## config.mk

```make
export PLATFORM = sky130hd
export DESIGN_NAME = mshr_top
export DESIGN_NICKNAME = d
export VERILOG_FILES = /design/src/mshr_pkg.sv /design/src/miss_queue.sv /design/src/mshr.sv /design/src/miss_intake.sv /design/src/l2_request_issue.sv /design/src/mshr_top.sv
export SDC_FILE = /design/constraint.sdc
export NUM_CORES = 1
export LEC_CHECK = 0
export BUFFER_PORTS_ARGS = -buffer_cell sky130_fd_sc_hd__buf_2
export CORE_ASPECT_RATIO = 0.75
export CORE_MARGIN = 2
export CORE_UTILIZATION = 30
export DETAILED_ROUTE_END_ITERATION = 10
export PLACE_DENSITY = 0.56
export SYNTH_ARGS = -nofsm -noshare
export SYNTH_HDL_FRONTEND = slang
export SYNTH_SLANG_ARGS = --single-unit
```

## constraint.sdc

```tcl
create_clock -name clk -period 8.8 [get_ports clk]
set_input_delay 1.32 -clock clk [delete_from_list [all_inputs] [get_ports clk]]
set_output_delay 1.32 -clock clk [all_outputs]
set_load 0.005 [all_outputs]
```

## src/mshr_pkg.sv

```systemverilog
package mshr_pkg;

    // byte address
    typedef logic [31:0] addr_t;

    // 16-byte lines
    localparam int line_offset_bits = 4;

    typedef logic [31-line_offset_bits:0] line_t;

    // cache op code passed through to L2 untouched
    typedef enum logic [2:0] {
        op_load     = 3'd0,
        op_store    = 3'd1,  // the only store
        op_prefetch = 3'd2
    } op_t;

    function automatic line_t line_of(input addr_t addr);
        return addr[31:line_offset_bits];
    endfunction

    // zero or multi-hot input gives index 0
    function automatic logic [3:0] onehot_to_index(input logic [15:0] vec);
        logic [3:0]  idx;
        int unsigned ones;
        idx = '0;
        ones = 0;
        for (int i = 0; i < 16; i++) begin
            if (vec[i]) begin
                idx = 4'(i);
                ones++;
            end
        end
        if (ones != 1) begin
            idx = '0;
        end
        return idx;
    endfunction

endpackage

```

## src/miss_queue.sv

```systemverilog
module miss_queue #(
    parameter int q_length = 8
) (
    input  logic                         clk,
    input  logic                         rst,
    input  logic                         wr,
    input  logic [$clog2(q_length)-1:0]  wr_ptr,
    input  mshr_pkg::line_t              wr_line,
    input  mshr_pkg::op_t                wr_op,
    input  logic [q_length-1:0]          mark_vector,
    input  mshr_pkg::line_t              cmp_line_a,
    input  mshr_pkg::line_t              cmp_line_b,
    input  logic [$clog2(q_length)-1:0]  rd_ptr,
    output logic [q_length-1:0]          match_a,
    output logic [q_length-1:0]          match_b,
    output logic                         full,
    output mshr_pkg::line_t              rd_line,
    output mshr_pkg::op_t                rd_op
);

    localparam int ptr_w = $clog2(q_length);
    localparam int cnt_w = ptr_w + 1;

    logic [q_length-1:0] valid;
    logic [q_length-1:0] done;
    logic [q_length-1:0] valid_next;
    logic [q_length-1:0] done_next;
    logic [ptr_w-1:0]    head;
    logic [cnt_w-1:0]    count;
    logic                retire;

    mshr_pkg::line_t line_mem [q_length];
    mshr_pkg::op_t   op_mem   [q_length];

    // only live entries that still wait for their fill take part
    always_comb begin
        for (int i = 0; i < q_length; i++) begin
            match_a[i] = valid[i] && !done[i] && (line_mem[i] == cmp_line_a);
            match_b[i] = valid[i] && !done[i] && (line_mem[i] == cmp_line_b);
        end
    end

    assign retire = valid[head] && done[head];  // oldest first while younger done ones wait
    assign full = (count == cnt_w'(q_length));

    assign rd_line = line_mem[rd_ptr];
    assign rd_op = op_mem[rd_ptr];

    always_comb begin
        valid_next = valid;
        done_next = done | (mark_vector & valid);
        if (retire) begin
            valid_next[head] = 1'b0;
            done_next[head] = 1'b0;
        end
        // writer never targets a live slot since intake drops when full
        if (wr) begin
            valid_next[wr_ptr] = 1'b1;
            done_next[wr_ptr] = 1'b0;
        end
    end

    always_ff @(posedge clk) begin
        if (rst) begin
            valid <= '0;
            done <= '0;
        end else begin
            valid <= valid_next;
            done <= done_next;
        end
    end

    always_ff @(posedge clk) begin
        if (rst) begin
            head <= '0;
        end else if (retire) begin
            head <= head + 1'b1;  // wraps on its own at a power of two
        end
    end

    always_ff @(posedge clk) begin
        if (rst) begin
            count <= '0;
        end else begin
            case ({wr, retire})
                2'b10:   count <= count + 1'b1;
                2'b01:   count <= count - 1'b1;
                default: count <= count;
            endcase
        end
    end

    // line and op per slot
    always_ff @(posedge clk) begin
        if (wr) begin
            line_mem[wr_ptr] <= wr_line;
            op_mem[wr_ptr] <= wr_op;
        end
    end

endmodule

```

## src/mshr.sv

```systemverilog
module mshr #(
    parameter int q_length = 8
) (
    input  logic                         clk,
    input  logic                         rst,
    input  logic                         alloc,
    input  mshr_pkg::line_t              alloc_line,
    input  mshr_pkg::op_t                alloc_op,
    input  mshr_pkg::line_t              lookup_line,
    input  logic                         l2_resp_valid,
    input  mshr_pkg::addr_t              l2_resp_addr,
    input  logic [$clog2(q_length)-1:0]  rd_ptr,
    output logic                         hit,
    output logic [$clog2(q_length)-1:0]  hit_ptr,
    output logic [$clog2(q_length)-1:0]  alloc_ptr,
    output logic                         fill_done,
    output logic [$clog2(q_length)-1:0]  fill_ptr,
    output logic                         full,
    output mshr_pkg::line_t              rd_line,
    output mshr_pkg::op_t                rd_op
);

    localparam int ptr_w = $clog2(q_length);

    logic [ptr_w-1:0]    wr_ptr;
    logic [q_length-1:0] hit_vector;
    logic [q_length-1:0] resp_vector;
    logic [q_length-1:0] fill_vector;
    mshr_pkg::line_t     resp_line;

    assign resp_line = mshr_pkg::line_of(l2_resp_addr);

    miss_queue #(
        .q_length (q_length)
    ) queue0 (
        .clk         (clk),
        .rst         (rst),
        .wr          (alloc),
        .wr_ptr      (wr_ptr),
        .wr_line     (alloc_line),
        .wr_op       (alloc_op),
        .mark_vector (fill_vector),
        .cmp_line_a  (lookup_line),
        .cmp_line_b  (resp_line),
        .rd_ptr      (rd_ptr),
        .match_a     (hit_vector),
        .match_b     (resp_vector),
        .full        (full),
        .rd_line     (rd_line),
        .rd_op       (rd_op)
    );

    // a line is tracked by at most one pending entry
    assign hit = |hit_vector;
    assign hit_ptr = ptr_w'(mshr_pkg::onehot_to_index(16'(hit_vector)));

    assign fill_vector = l2_resp_valid ? resp_vector : '0;  // unmatched response drops out
    assign fill_done = |fill_vector;
    assign fill_ptr = ptr_w'(mshr_pkg::onehot_to_index(16'(fill_vector)));

    assign alloc_ptr = wr_ptr;  // slot taken by this alloc

    always_ff @(posedge clk) begin
        if (rst) begin
            wr_ptr <= '0;
        end else if (alloc) begin
            wr_ptr <= wr_ptr + 1'b1;
        end
    end

endmodule

```

## src/miss_intake.sv

```systemverilog
module miss_intake #(
    parameter int q_length = 8
) (
    input  logic                         miss_valid,
    input  mshr_pkg::op_t                miss_op,
    input  mshr_pkg::addr_t              miss_addr,
    input  logic                         hit,
    input  logic [$clog2(q_length)-1:0]  hit_ptr,
    input  logic                         full,
    output mshr_pkg::line_t              lookup_line,
    output logic                         alloc,
    output mshr_pkg::line_t              alloc_line,
    output mshr_pkg::op_t                alloc_op,
    output logic                         merge,
    output logic [$clog2(q_length)-1:0]  merge_ptr,
    output logic                         drop
);

    mshr_pkg::line_t miss_line;

    assign miss_line = mshr_pkg::line_of(miss_addr);
    assign lookup_line = miss_line;

    // exactly one of the three per valid miss
    always_comb begin
        merge = 1'b0;
        alloc = 1'b0;
        drop = 1'b0;
        if (miss_valid) begin
            if (hit) begin
                merge = 1'b1;  // wins even when full
            end else if (!full) begin
                alloc = 1'b1;
            end else begin
                drop = 1'b1;
            end
        end
    end

    // secondary miss leaves the entry's op as it was
    assign merge_ptr = hit_ptr;

    assign alloc_line = miss_line;
    assign alloc_op = miss_op;

endmodule

```

## src/l2_request_issue.sv

```systemverilog
module l2_request_issue #(
    parameter int q_length = 8
) (
    input  logic                         clk,
    input  logic                         rst,
    input  logic                         alloc,
    input  logic                         l2_stall,
    input  mshr_pkg::line_t              rd_line,
    input  mshr_pkg::op_t                rd_op,
    output logic [$clog2(q_length)-1:0]  rd_ptr,
    output logic                         l2_req_valid,
    output mshr_pkg::line_t              l2_req_line,
    output mshr_pkg::op_t                l2_req_op,
    output logic [$clog2(q_length)-1:0]  l2_req_ptr
);

    localparam int ptr_w = $clog2(q_length);
    localparam int cnt_w = ptr_w + 1;

    logic [ptr_w-1:0] issue_ptr;
    logic [cnt_w-1:0] pending;
    logic             issue;

    // pending never passes q_length as entries can't outnumber slots
    assign issue = (pending != '0) && !l2_stall;
    assign rd_ptr = issue_ptr;

    always_ff @(posedge clk) begin
        if (rst) begin
            pending <= '0;
        end else begin
            case ({alloc, issue})
                2'b10:   pending <= pending + 1'b1;
                2'b01:   pending <= pending - 1'b1;
                default: pending <= pending;
            endcase
        end
    end

    always_ff @(posedge clk) begin
        if (rst) begin
            issue_ptr <= '0;
            l2_req_valid <= 1'b0;
        end else begin
            l2_req_valid <= issue;
            if (issue) begin
                issue_ptr <= issue_ptr + 1'b1;
            end
        end
    end

    // a fill needs a request first so the slot is still live here
    always_ff @(posedge clk) begin
        if (issue) begin
            l2_req_line <= rd_line;
            l2_req_op <= rd_op;
            l2_req_ptr <= issue_ptr;
        end
    end

endmodule

```

## src/mshr_top.sv

```systemverilog
module mshr_top #(
    parameter int q_length = 8
) (
    input  logic                         clk,
    input  logic                         rst,
    input  logic                         miss_valid,
    input  mshr_pkg::op_t                miss_op,
    input  mshr_pkg::addr_t              miss_addr,
    input  logic                         l2_stall,
    input  logic                         l2_resp_valid,
    input  mshr_pkg::addr_t              l2_resp_addr,
    output logic                         mshr_full,
    output logic                         miss_alloc,
    output logic [$clog2(q_length)-1:0]  miss_alloc_ptr,
    output logic                         miss_merge,
    output logic [$clog2(q_length)-1:0]  miss_merge_ptr,
    output logic                         miss_drop,
    output logic                         l2_req_valid,
    output mshr_pkg::line_t              l2_req_line,
    output mshr_pkg::op_t                l2_req_op,
    output logic [$clog2(q_length)-1:0]  l2_req_ptr,
    output logic                         fill_done,
    output logic [$clog2(q_length)-1:0]  fill_ptr
);

    localparam int ptr_w = $clog2(q_length);

    mshr_pkg::line_t  lookup_line;
    mshr_pkg::line_t  alloc_line;
    mshr_pkg::op_t    alloc_op;
    logic             hit;
    logic [ptr_w-1:0] hit_ptr;
    logic [ptr_w-1:0] rd_ptr;
    mshr_pkg::line_t  rd_line;
    mshr_pkg::op_t    rd_op;

    miss_intake #(
        .q_length (q_length)
    ) intake0 (
        .miss_valid  (miss_valid),
        .miss_op     (miss_op),
        .miss_addr   (miss_addr),
        .hit         (hit),
        .hit_ptr     (hit_ptr),
        .full        (mshr_full),
        .lookup_line (lookup_line),
        .alloc       (miss_alloc),
        .alloc_line  (alloc_line),
        .alloc_op    (alloc_op),
        .merge       (miss_merge),
        .merge_ptr   (miss_merge_ptr),
        .drop        (miss_drop)
    );

    mshr #(
        .q_length (q_length)
    ) mshr0 (
        .clk           (clk),
        .rst           (rst),
        .alloc         (miss_alloc),
        .alloc_line    (alloc_line),
        .alloc_op      (alloc_op),
        .lookup_line   (lookup_line),
        .l2_resp_valid (l2_resp_valid),
        .l2_resp_addr  (l2_resp_addr),
        .rd_ptr        (rd_ptr),
        .hit           (hit),
        .hit_ptr       (hit_ptr),
        .alloc_ptr     (miss_alloc_ptr),
        .fill_done     (fill_done),
        .fill_ptr      (fill_ptr),
        .full          (mshr_full),
        .rd_line       (rd_line),
        .rd_op         (rd_op)
    );

    l2_request_issue #(
        .q_length (q_length)
    ) issue0 (
        .clk          (clk),
        .rst          (rst),
        .alloc        (miss_alloc),
        .l2_stall     (l2_stall),
        .rd_line      (rd_line),
        .rd_op        (rd_op),
        .rd_ptr       (rd_ptr),
        .l2_req_valid (l2_req_valid),
        .l2_req_line  (l2_req_line),
        .l2_req_op    (l2_req_op),
        .l2_req_ptr   (l2_req_ptr)
    );

endmodule

```

## Word-level counts from Yosys, hierarchy flattened

Memories as Yosys holds them, arrays and structs flattened. A register that Yosys moved wholly into a read port is not among the register bits.
Cells that the tools add are included.

- Logic and storage cells: 166
- Bits in registers: 37
- Bits of input ports: 72
- Output and inout bits: 49
- Bits in writable memories: 248
- Memories: 2

- Reduce and logical (&&, ||, !) cells: 42
- Bitwise operators: 8
- Equality and inequality tests: 23
- Add/subtract/negate cells: 21
- Muxes and demuxes: 57
- Order comparisons: 4

Memory list:

| memory | words | bits a word | rd ports | clocked after memory_dff | write ports | RTL line | text |
|---|---|---|---|---|---|---|---|
| mshr0.queue0.line_mem | 8 | 28 | 9 | 1 | 1 | miss_queue.sv:32 | `mshr_pkg::line_t line_mem [q_length];` |
| mshr0.queue0.op_mem | 8 | 3 | 1 | 1 | 1 | miss_queue.sv:33 | `mshr_pkg::op_t op_mem [q_length];` |

Operator list:

| cell | count |
|---|---|
| 28-bit == test | 16 |
| 32-bit two-way mux | 14 |
| 32-bit by 1-bit adder with 32-bit output, second input constant | 12 |
| 32-bit by 1-bit != test with 1-bit output, second input constant | 2 |
| 8-bit two-way mux | 5 |
| 8-bit AND | 4 |
| 3-bit two-way mux | 10 |
| 1-bit logical AND | 28 |
| 1-bit two-way mux | 18 |
| 8-bit NOT | 2 |
| 8-bit bitwise OR | 2 |
| 4-bit case mux with 2 select lines | 2 |
| 8-bit OR reduction | 2 |
| 3-bit by 1-bit adder with 3-bit output, second input constant | 3 |
| 1-bit logical NOT | 9 |
| 4-bit by 1-bit adder with 4-bit output, second input constant | 2 |
| 3-bit by 4-bit < comparator with 1-bit output, second input constant | 2 |
| 2-bit two-way mux | 4 |
| 4-bit by 1-bit subtractor with 4-bit output, second input constant | 2 |
| 1-bit binary-select mux with 3-bit select | 2 |
| 1-bit demux with 3-bit select | 2 |
| 3-bit by 1-bit >= comparator with 1-bit output, second input constant | 2 |
| 1-bit by 1-bit adder with 2-bit output, second input constant | 2 |
| 2-bit by 1-bit == test with 1-bit output, second input constant | 2 |
| other kinds (4) | 6 |

## Logic depth before layout (Yosys ltp)

- Word-level depth: 21
- Gate-level depth with buffers: 28
- Gate-level depth less buffers: 27

## Cells and area by module

Synthesis repeated with hierarchy kept, for this count alone.

- Cells, all modules: 1,518
- Area, all modules: 19,135.9 µm²

By module, submodules not included:

| module | instances | cells an instance | area each (µm²) |
|---|---|---|---|
| miss_queue | 1 | 1,171 | 15,711.3 |
| mshr | 1 | 204 | 1,485.2 |
| l2_request_issue | 1 | 78 | 1,445.1 |
| miss_intake | 1 | 65 | 494.2 |

## Worst setup path after synthesis

No wires, ideal clock.

- Path kind: input port to output port
- Start: in l2_resp_addr[31]
- End: out fill_ptr[0]
- Path slack: 0.924 ns
- Cell stages on the path: 23
- Data arrival time: 6.556 ns
- Path buffers: 1
- Path through: clkbuf_1 -> xor2_1 -> nor4_1 -> nand4_1 -> nor2_1 -> ha_1 -> or3_1 -> a31oi_1 -> or2_2 -> ha_1 -> inv_1 -> a21oi_1 -> ha_1 -> nand2_1 -> nand2_1 -> ha_1 -> mux2_2 -> ha_1 -> nand2b_1 -> or4b_2 -> a211oi_1 -> nor3_1 -> nor4_2

- Cells in the longest elaborated chain, start to end: 20
- Elaborated cells between the ends (all ways): 41
- Those cells by class: add/sub: 7; eq/ne: 9; mux: 17; reduce/logical: 8

Ends and longest elaborated chain:

| item | RTL line | text |
|---|---|---|
| start, declared | mshr_top.sv:11 | `input mshr_pkg::addr_t l2_resp_addr,` |
| 28-bit == test | miss_queue.sv:39 | `match_b[i] = valid[i] && !done[i] && (line_mem[i] == cmp_line_b);` |
| 1-bit logical AND | miss_queue.sv:39 |  |
| 8-bit two-way mux (*) | mshr.sv:57 | `assign fill_vector = l2_resp_valid ? resp_vector : '0;` |
| 1-bit two-way mux | mshr_pkg.sv:29 | `if (vec[i]) begin` |
| 1-bit by 1-bit adder with 2-bit output | mshr_pkg.sv:31 | `ones++;` |
| 32-bit two-way mux | mshr_pkg.sv:29 |  |
| 32-bit by 1-bit adder with 32-bit output | mshr_pkg.sv:31 |  |
| 32-bit two-way mux | mshr_pkg.sv:29 |  |
| [... 4 more ...] | - |  |
| 32-bit by 1-bit adder with 32-bit output | mshr_pkg.sv:31 |  |
| 32-bit two-way mux | mshr_pkg.sv:29 |  |
| 32-bit by 1-bit adder with 32-bit output | mshr_pkg.sv:31 |  |
| 32-bit two-way mux | mshr_pkg.sv:29 |  |
| 32-bit by 1-bit adder with 32-bit output | mshr_pkg.sv:31 |  |
| 32-bit two-way mux | mshr_pkg.sv:29 |  |
| 32-bit by 1-bit != test with 1-bit output | mshr_pkg.sv:34 | `if (ones != 1) begin` |
| 3-bit two-way mux (*) | mshr_pkg.sv:34 |  |
| end, declared | mshr_top.sv:23 | `output logic [$clog2(q_length)-1:0] fill_ptr` |

Every way passes the cells marked *; elsewhere a longest branch is shown, timed or not.

## Worst setup path in the final report

- Start: in l2_resp_addr[20]
- End: out fill_ptr[0]

Same word-level chain as after synthesis.

==> flow_summary_export.csv <==
group,metric,value,unit
placed_design,hpwl,57.6,mm
min_path,hold_class,"register to register",
power_and_ir_drop,total_power,4.35,mW
route,wl_per_cell,30.9,um
sta,post-route-min-period,8.57,ns
placed_design,port-buffer-count,112,
finish,nets,1718,
placed_design,pre_cts_ws,0.128,ns
route,first_iter_violations,1611,
route,number_of_remaining_drc_errors,0,
flow_run,max_cap_viol_count,0,
synthesis,ys_dominant_reg_cell,"sky130_fd_sc_hd__edfxtp_1",
route,drtPass1Iterations,5,
synthesis,synthTopCellsByArea,"sky130_fd_sc_hd__edfxtp_1 46%, sky130_fd_sc_hd__xor2_1 13%, sky130_fd_sc_hd__xnor2_1 9.3%",
setup_path,critPathArrivalTime,7.25,ns
route,ant_nets,0,
grt,grt_first_pass_wirelength,104,mm
synthesis,syn_inst,1451,
clock_tree,postCtsSetupBuffers,0,
sta,finalSetupViolCount,0,
grt,grt_overflow,0,
synthesis,count_of_flip_flops_with_a_built_in_enable_after_synthesis,282,
clock_tree,postCtsHoldBufs,0,
grt,grt_pass1_vias,13107,
synthesis,post_synth_xor_area_fraction,0.227,
setup_path,required,7.48,ns
floorplan,core_area,60800,um^2
power_and_ir_drop,ir_drop,0.000123,V
clock_tree,tritoncts,"yes",
synthesis,netlist_top_cells_count,"282 x sky130_fd_sc_hd__edfxtp_1, 273 x sky130_fd_sc_hd__xor2_1, 197 x sky130_fd_sc_hd__xnor2_1, 86 x sky130_fd_sc_hd__nor4_1",
synthesis,synth.largest_area_cell,"sky130_fd_sc_hd__edfxtp_1",
setup_path,worst-r2r-setup-slack,3.92,ns
sta,finalCritPeriodShare,0.974,
grt,grt.total_usage,0.234,
grt,initial_antenna_violation_count,5,
synthesis,largest_family_of_logic_cells_by_synthesized_area,"XOR/XNOR gates",
synthesis,synthMuxAreaShare,0.103,
floorplan,fp.dieW,291,um
synthesis,net_count_of_the_mapped_netlist,1548,
synthesis,synth_simple_gate_area_frac,0.104,
synthesis,async_reset_ff_frac,0,
setup_path,critPathLaunchType,"input port",
clock_tree,cts-buffers-inserted,35,
grt,maximum_number_of_pins_on_one_net_before_global_route_repair,62,
synthesis,synthMostInstantiatedCell,"sky130_fd_sc_hd__edfxtp_1",
sta,worst_pin_slew,1.16,ns
placed_design,gp_congestion,1.01,
setup_path,critical_path.max_fanout,7,
finish,area_growth,17.0,%
clock_tree,tritoncts_num_sinks,316,
route,detail_route.wirelength,75.5,mm
synthesis,ys_warn_count,0,
synthesis,synth_adder_area_share,0.0177,
sta,maxClockFrequency,117,MHz
sta,worst_slew_margin,0.221,
power_and_ir_drop,power_leakage,7.40,nW
setup_path,critical_path_class,"input port to output pin",
synthesis,ys_seq_area_frac,0.493,
route,viasPerCell,5.44,
sta,hold_viol_final,0,
floorplan,row_count,78,
sta,timing.final.ws_setup,0.229,ns
floorplan,die_area,63900,um^2
clock_tree,cts.reportedPaths.clkPinSlew,0.06,ns
clock_tree,cts_root_buffer,"sky130_fd_sc_hd__clkbuf_16",
sta,tns,0,ns
floorplan,start_util,0.305,
setup_path,worst_setup_path_end_kind,"output pin",
finish,drive_above_1_share,0.246,
clock_tree,worstSkewPairLatency,0.55,ns
sta,timing_max_transition_violations_final,0,
finish,post_route_non_filler_standard_cell_count,2442,
finish,nFillCells,5911,
synthesis,synth_largest_type_area_fraction,0.456,
sta,skew,0.0269,ns
floorplan,die_h,219,um
synthesis,compound_gate_fraction_of_synth_area,0.0266,
synthesis,synth.distinct_cells,65,
power_and_ir_drop,cellPowerDensity,200,nW/um^2
route,vias,13283,
placed_design,place.detailed.instances,2384,
clock_tree,clk_path_buf_depth,3,
synthesis,yosys_register_bits,316,
synthesis,synthesis.area_per_instance,12.8,um^2
floorplan,io_pins,121,
clock_tree,htree_depth,2,
run_status,outcome,"complete, no violations",
synthesis,synth_area,18600,um^2
## cell type report
cell class | instances | area [um^2] | area share
Antenna cell | 1 | 2.50 | 0.000115
Clock buffer | 41 | 951 | 0.0438
Clock inverter | 16 | 173 | 0.00795
Inverter | 31 | 116 | 0.00536
Multi-Input combinational cell | 1019 | 8970 | 0.413
Sequential cell | 316 | 9160 | 0.421
Tap cell | 800 | 1000 | 0.0461
Timing Repair Buffer | 218 | 1360 | 0.0624
## routing by layer
metal	wire length [um]	vias to the layer above	part of all wire	GRT usage
li1	-	5694	-	-
met1	34300	6803	0.45	0.342
met2	30300	686	0.40	0.325
met3	9060	94	0.12	0.0862
met4	1850	6	0.024	0.0561
met5	46	-	0.00061	0
## layout by cell type (no fill, tap or decap), types with 4 or more instances in the layout
cell and instances:
sky130_fd_sc_hd__nor2b_1 9, sky130_fd_sc_hd__inv_1 29, sky130_fd_sc_hd__nand2b_1 8, sky130_fd_sc_hd__nand3b_1 4
sky130_fd_sc_hd__xnor2_1 196, sky130_fd_sc_hd__a21o_1 5, sky130_fd_sc_hd__dfxtp_1 31, sky130_fd_sc_hd__nand4_1 64
sky130_fd_sc_hd__nor4_2 8, sky130_fd_sc_hd__nor4_1 80, sky130_fd_sc_hd__nor3_1 19, sky130_fd_sc_hd__or3_1 5
sky130_fd_sc_hd__and2_1 4, sky130_fd_sc_hd__nand3_1 22, sky130_fd_sc_hd__clkinv_1 4, sky130_fd_sc_hd__buf_4 106
sky130_fd_sc_hd__mux2i_1 9, sky130_fd_sc_hd__a21oi_1 23, sky130_fd_sc_hd__mux2_2 33, sky130_fd_sc_hd__edfxtp_1 282
sky130_fd_sc_hd__o21ai_0 16, sky130_fd_sc_hd__buf_2 112, sky130_fd_sc_hd__nand2_1 25, sky130_fd_sc_hd__clkbuf_16 37
sky130_fd_sc_hd__or2_2 5, sky130_fd_sc_hd__ha_1 23, sky130_fd_sc_hd__nor2_1 57, sky130_fd_sc_hd__mux4_2 64
sky130_fd_sc_hd__clkinv_2 5, sky130_fd_sc_hd__xor2_1 272
## stage by stage
step | area [um^2] | util | hold slack, ns
2_1_floorplan | 18600 | - | 0.406
3_3_place_gp | 20500 | 0.338 | 0.468
3_5_place_dp | 20500 | 0.338 | 0.482
4_1_cts | 21700 | 0.356 | 0.495
5_1_grt | 21700 | 0.357 | 0.523
6_report | 21700 | 0.357 | 0.493
## report_power, final
group          internal (mW)  total (mW)  switching [mW]
sequential              1.78        1.88           0.101
combinational          0.424       0.964           0.540
clock                  0.861        1.50           0.638
total                   3.07        4.35            1.28
## worst max-delay path: stages
cell and delay, ns:
sky130_fd_sc_hd__buf_2 0.11, sky130_fd_sc_hd__buf_4 0.17, sky130_fd_sc_hd__xor2_1 0.19, sky130_fd_sc_hd__nor4_1 0.72
sky130_fd_sc_hd__nand2_1 0.22, sky130_fd_sc_hd__or4_1 0.67, sky130_fd_sc_hd__a21o_1 0.21, sky130_fd_sc_hd__a31oi_2 0.18
sky130_fd_sc_hd__or2_2 0.14, sky130_fd_sc_hd__ha_1 0.22, sky130_fd_sc_hd__inv_1 0.07, sky130_fd_sc_hd__a21oi_1 0.06
sky130_fd_sc_hd__ha_1 0.31, sky130_fd_sc_hd__nand2_1 0.08, sky130_fd_sc_hd__nand2_1 0.08, sky130_fd_sc_hd__ha_1 0.33
sky130_fd_sc_hd__mux2_2 0.27, sky130_fd_sc_hd__ha_1 0.26, sky130_fd_sc_hd__nand2b_1 0.16, sky130_fd_sc_hd__or4b_2 0.61
sky130_fd_sc_hd__a211oi_1 0.28, sky130_fd_sc_hd__nor3_1 0.14, sky130_fd_sc_hd__nor4_2 0.26, sky130_fd_sc_hd__buf_2 0.15
## logic make-up after synthesis
| group | after synthesis |
|---|---|
| muxes | 106 |
| xor gates and xnor gates | 474 |
| adders and majority gates | 25 |
| and+or+nand+nor | 338 |
| AOI/OAI and AO/OA | 76 |
| DFF | 316 |
| buffers and inverters | 116 |
## sequential cells by signal (all words and copies together) (netlist names)
signal	flops
mshr0.queue0.line_mem	224
issue0.l2_req_line	28
mshr0.queue0.op_mem	24
mshr0.queue0.done	8
mshr0.queue0.valid	8
issue0.pending	4
mshr0.queue0.count	4
issue0.l2_req_op	3
issue0.l2_req_ptr	3
issue0.rd_ptr	3
mshr0.alloc_ptr	3
mshr0.queue0.head	3
issue0.l2_req_valid	1
## repair_timing
action | 4_1_cts | 5_1_grt
endpoints found under the hold margin | 0 | 0
endpoints found under the setup margin | 0 | 6
resized for setup | 0 | 11
## worst paths after layout
check	to	cells after the start	start
worst max-delay path	fill_ptr[0]	24	l2_resp_addr[20]
worst min-delay path	issue0.l2_req_ptr[1]	0	issue0.rd_ptr[1]
worst max register to register	issue0.pending[3]	14	mshr0.queue0.line_mem[4][15]
worst min register to register	issue0.l2_req_ptr[1]	0	issue0.rd_ptr[1]
No activity file was read; power rests on OpenSTA's default activity.
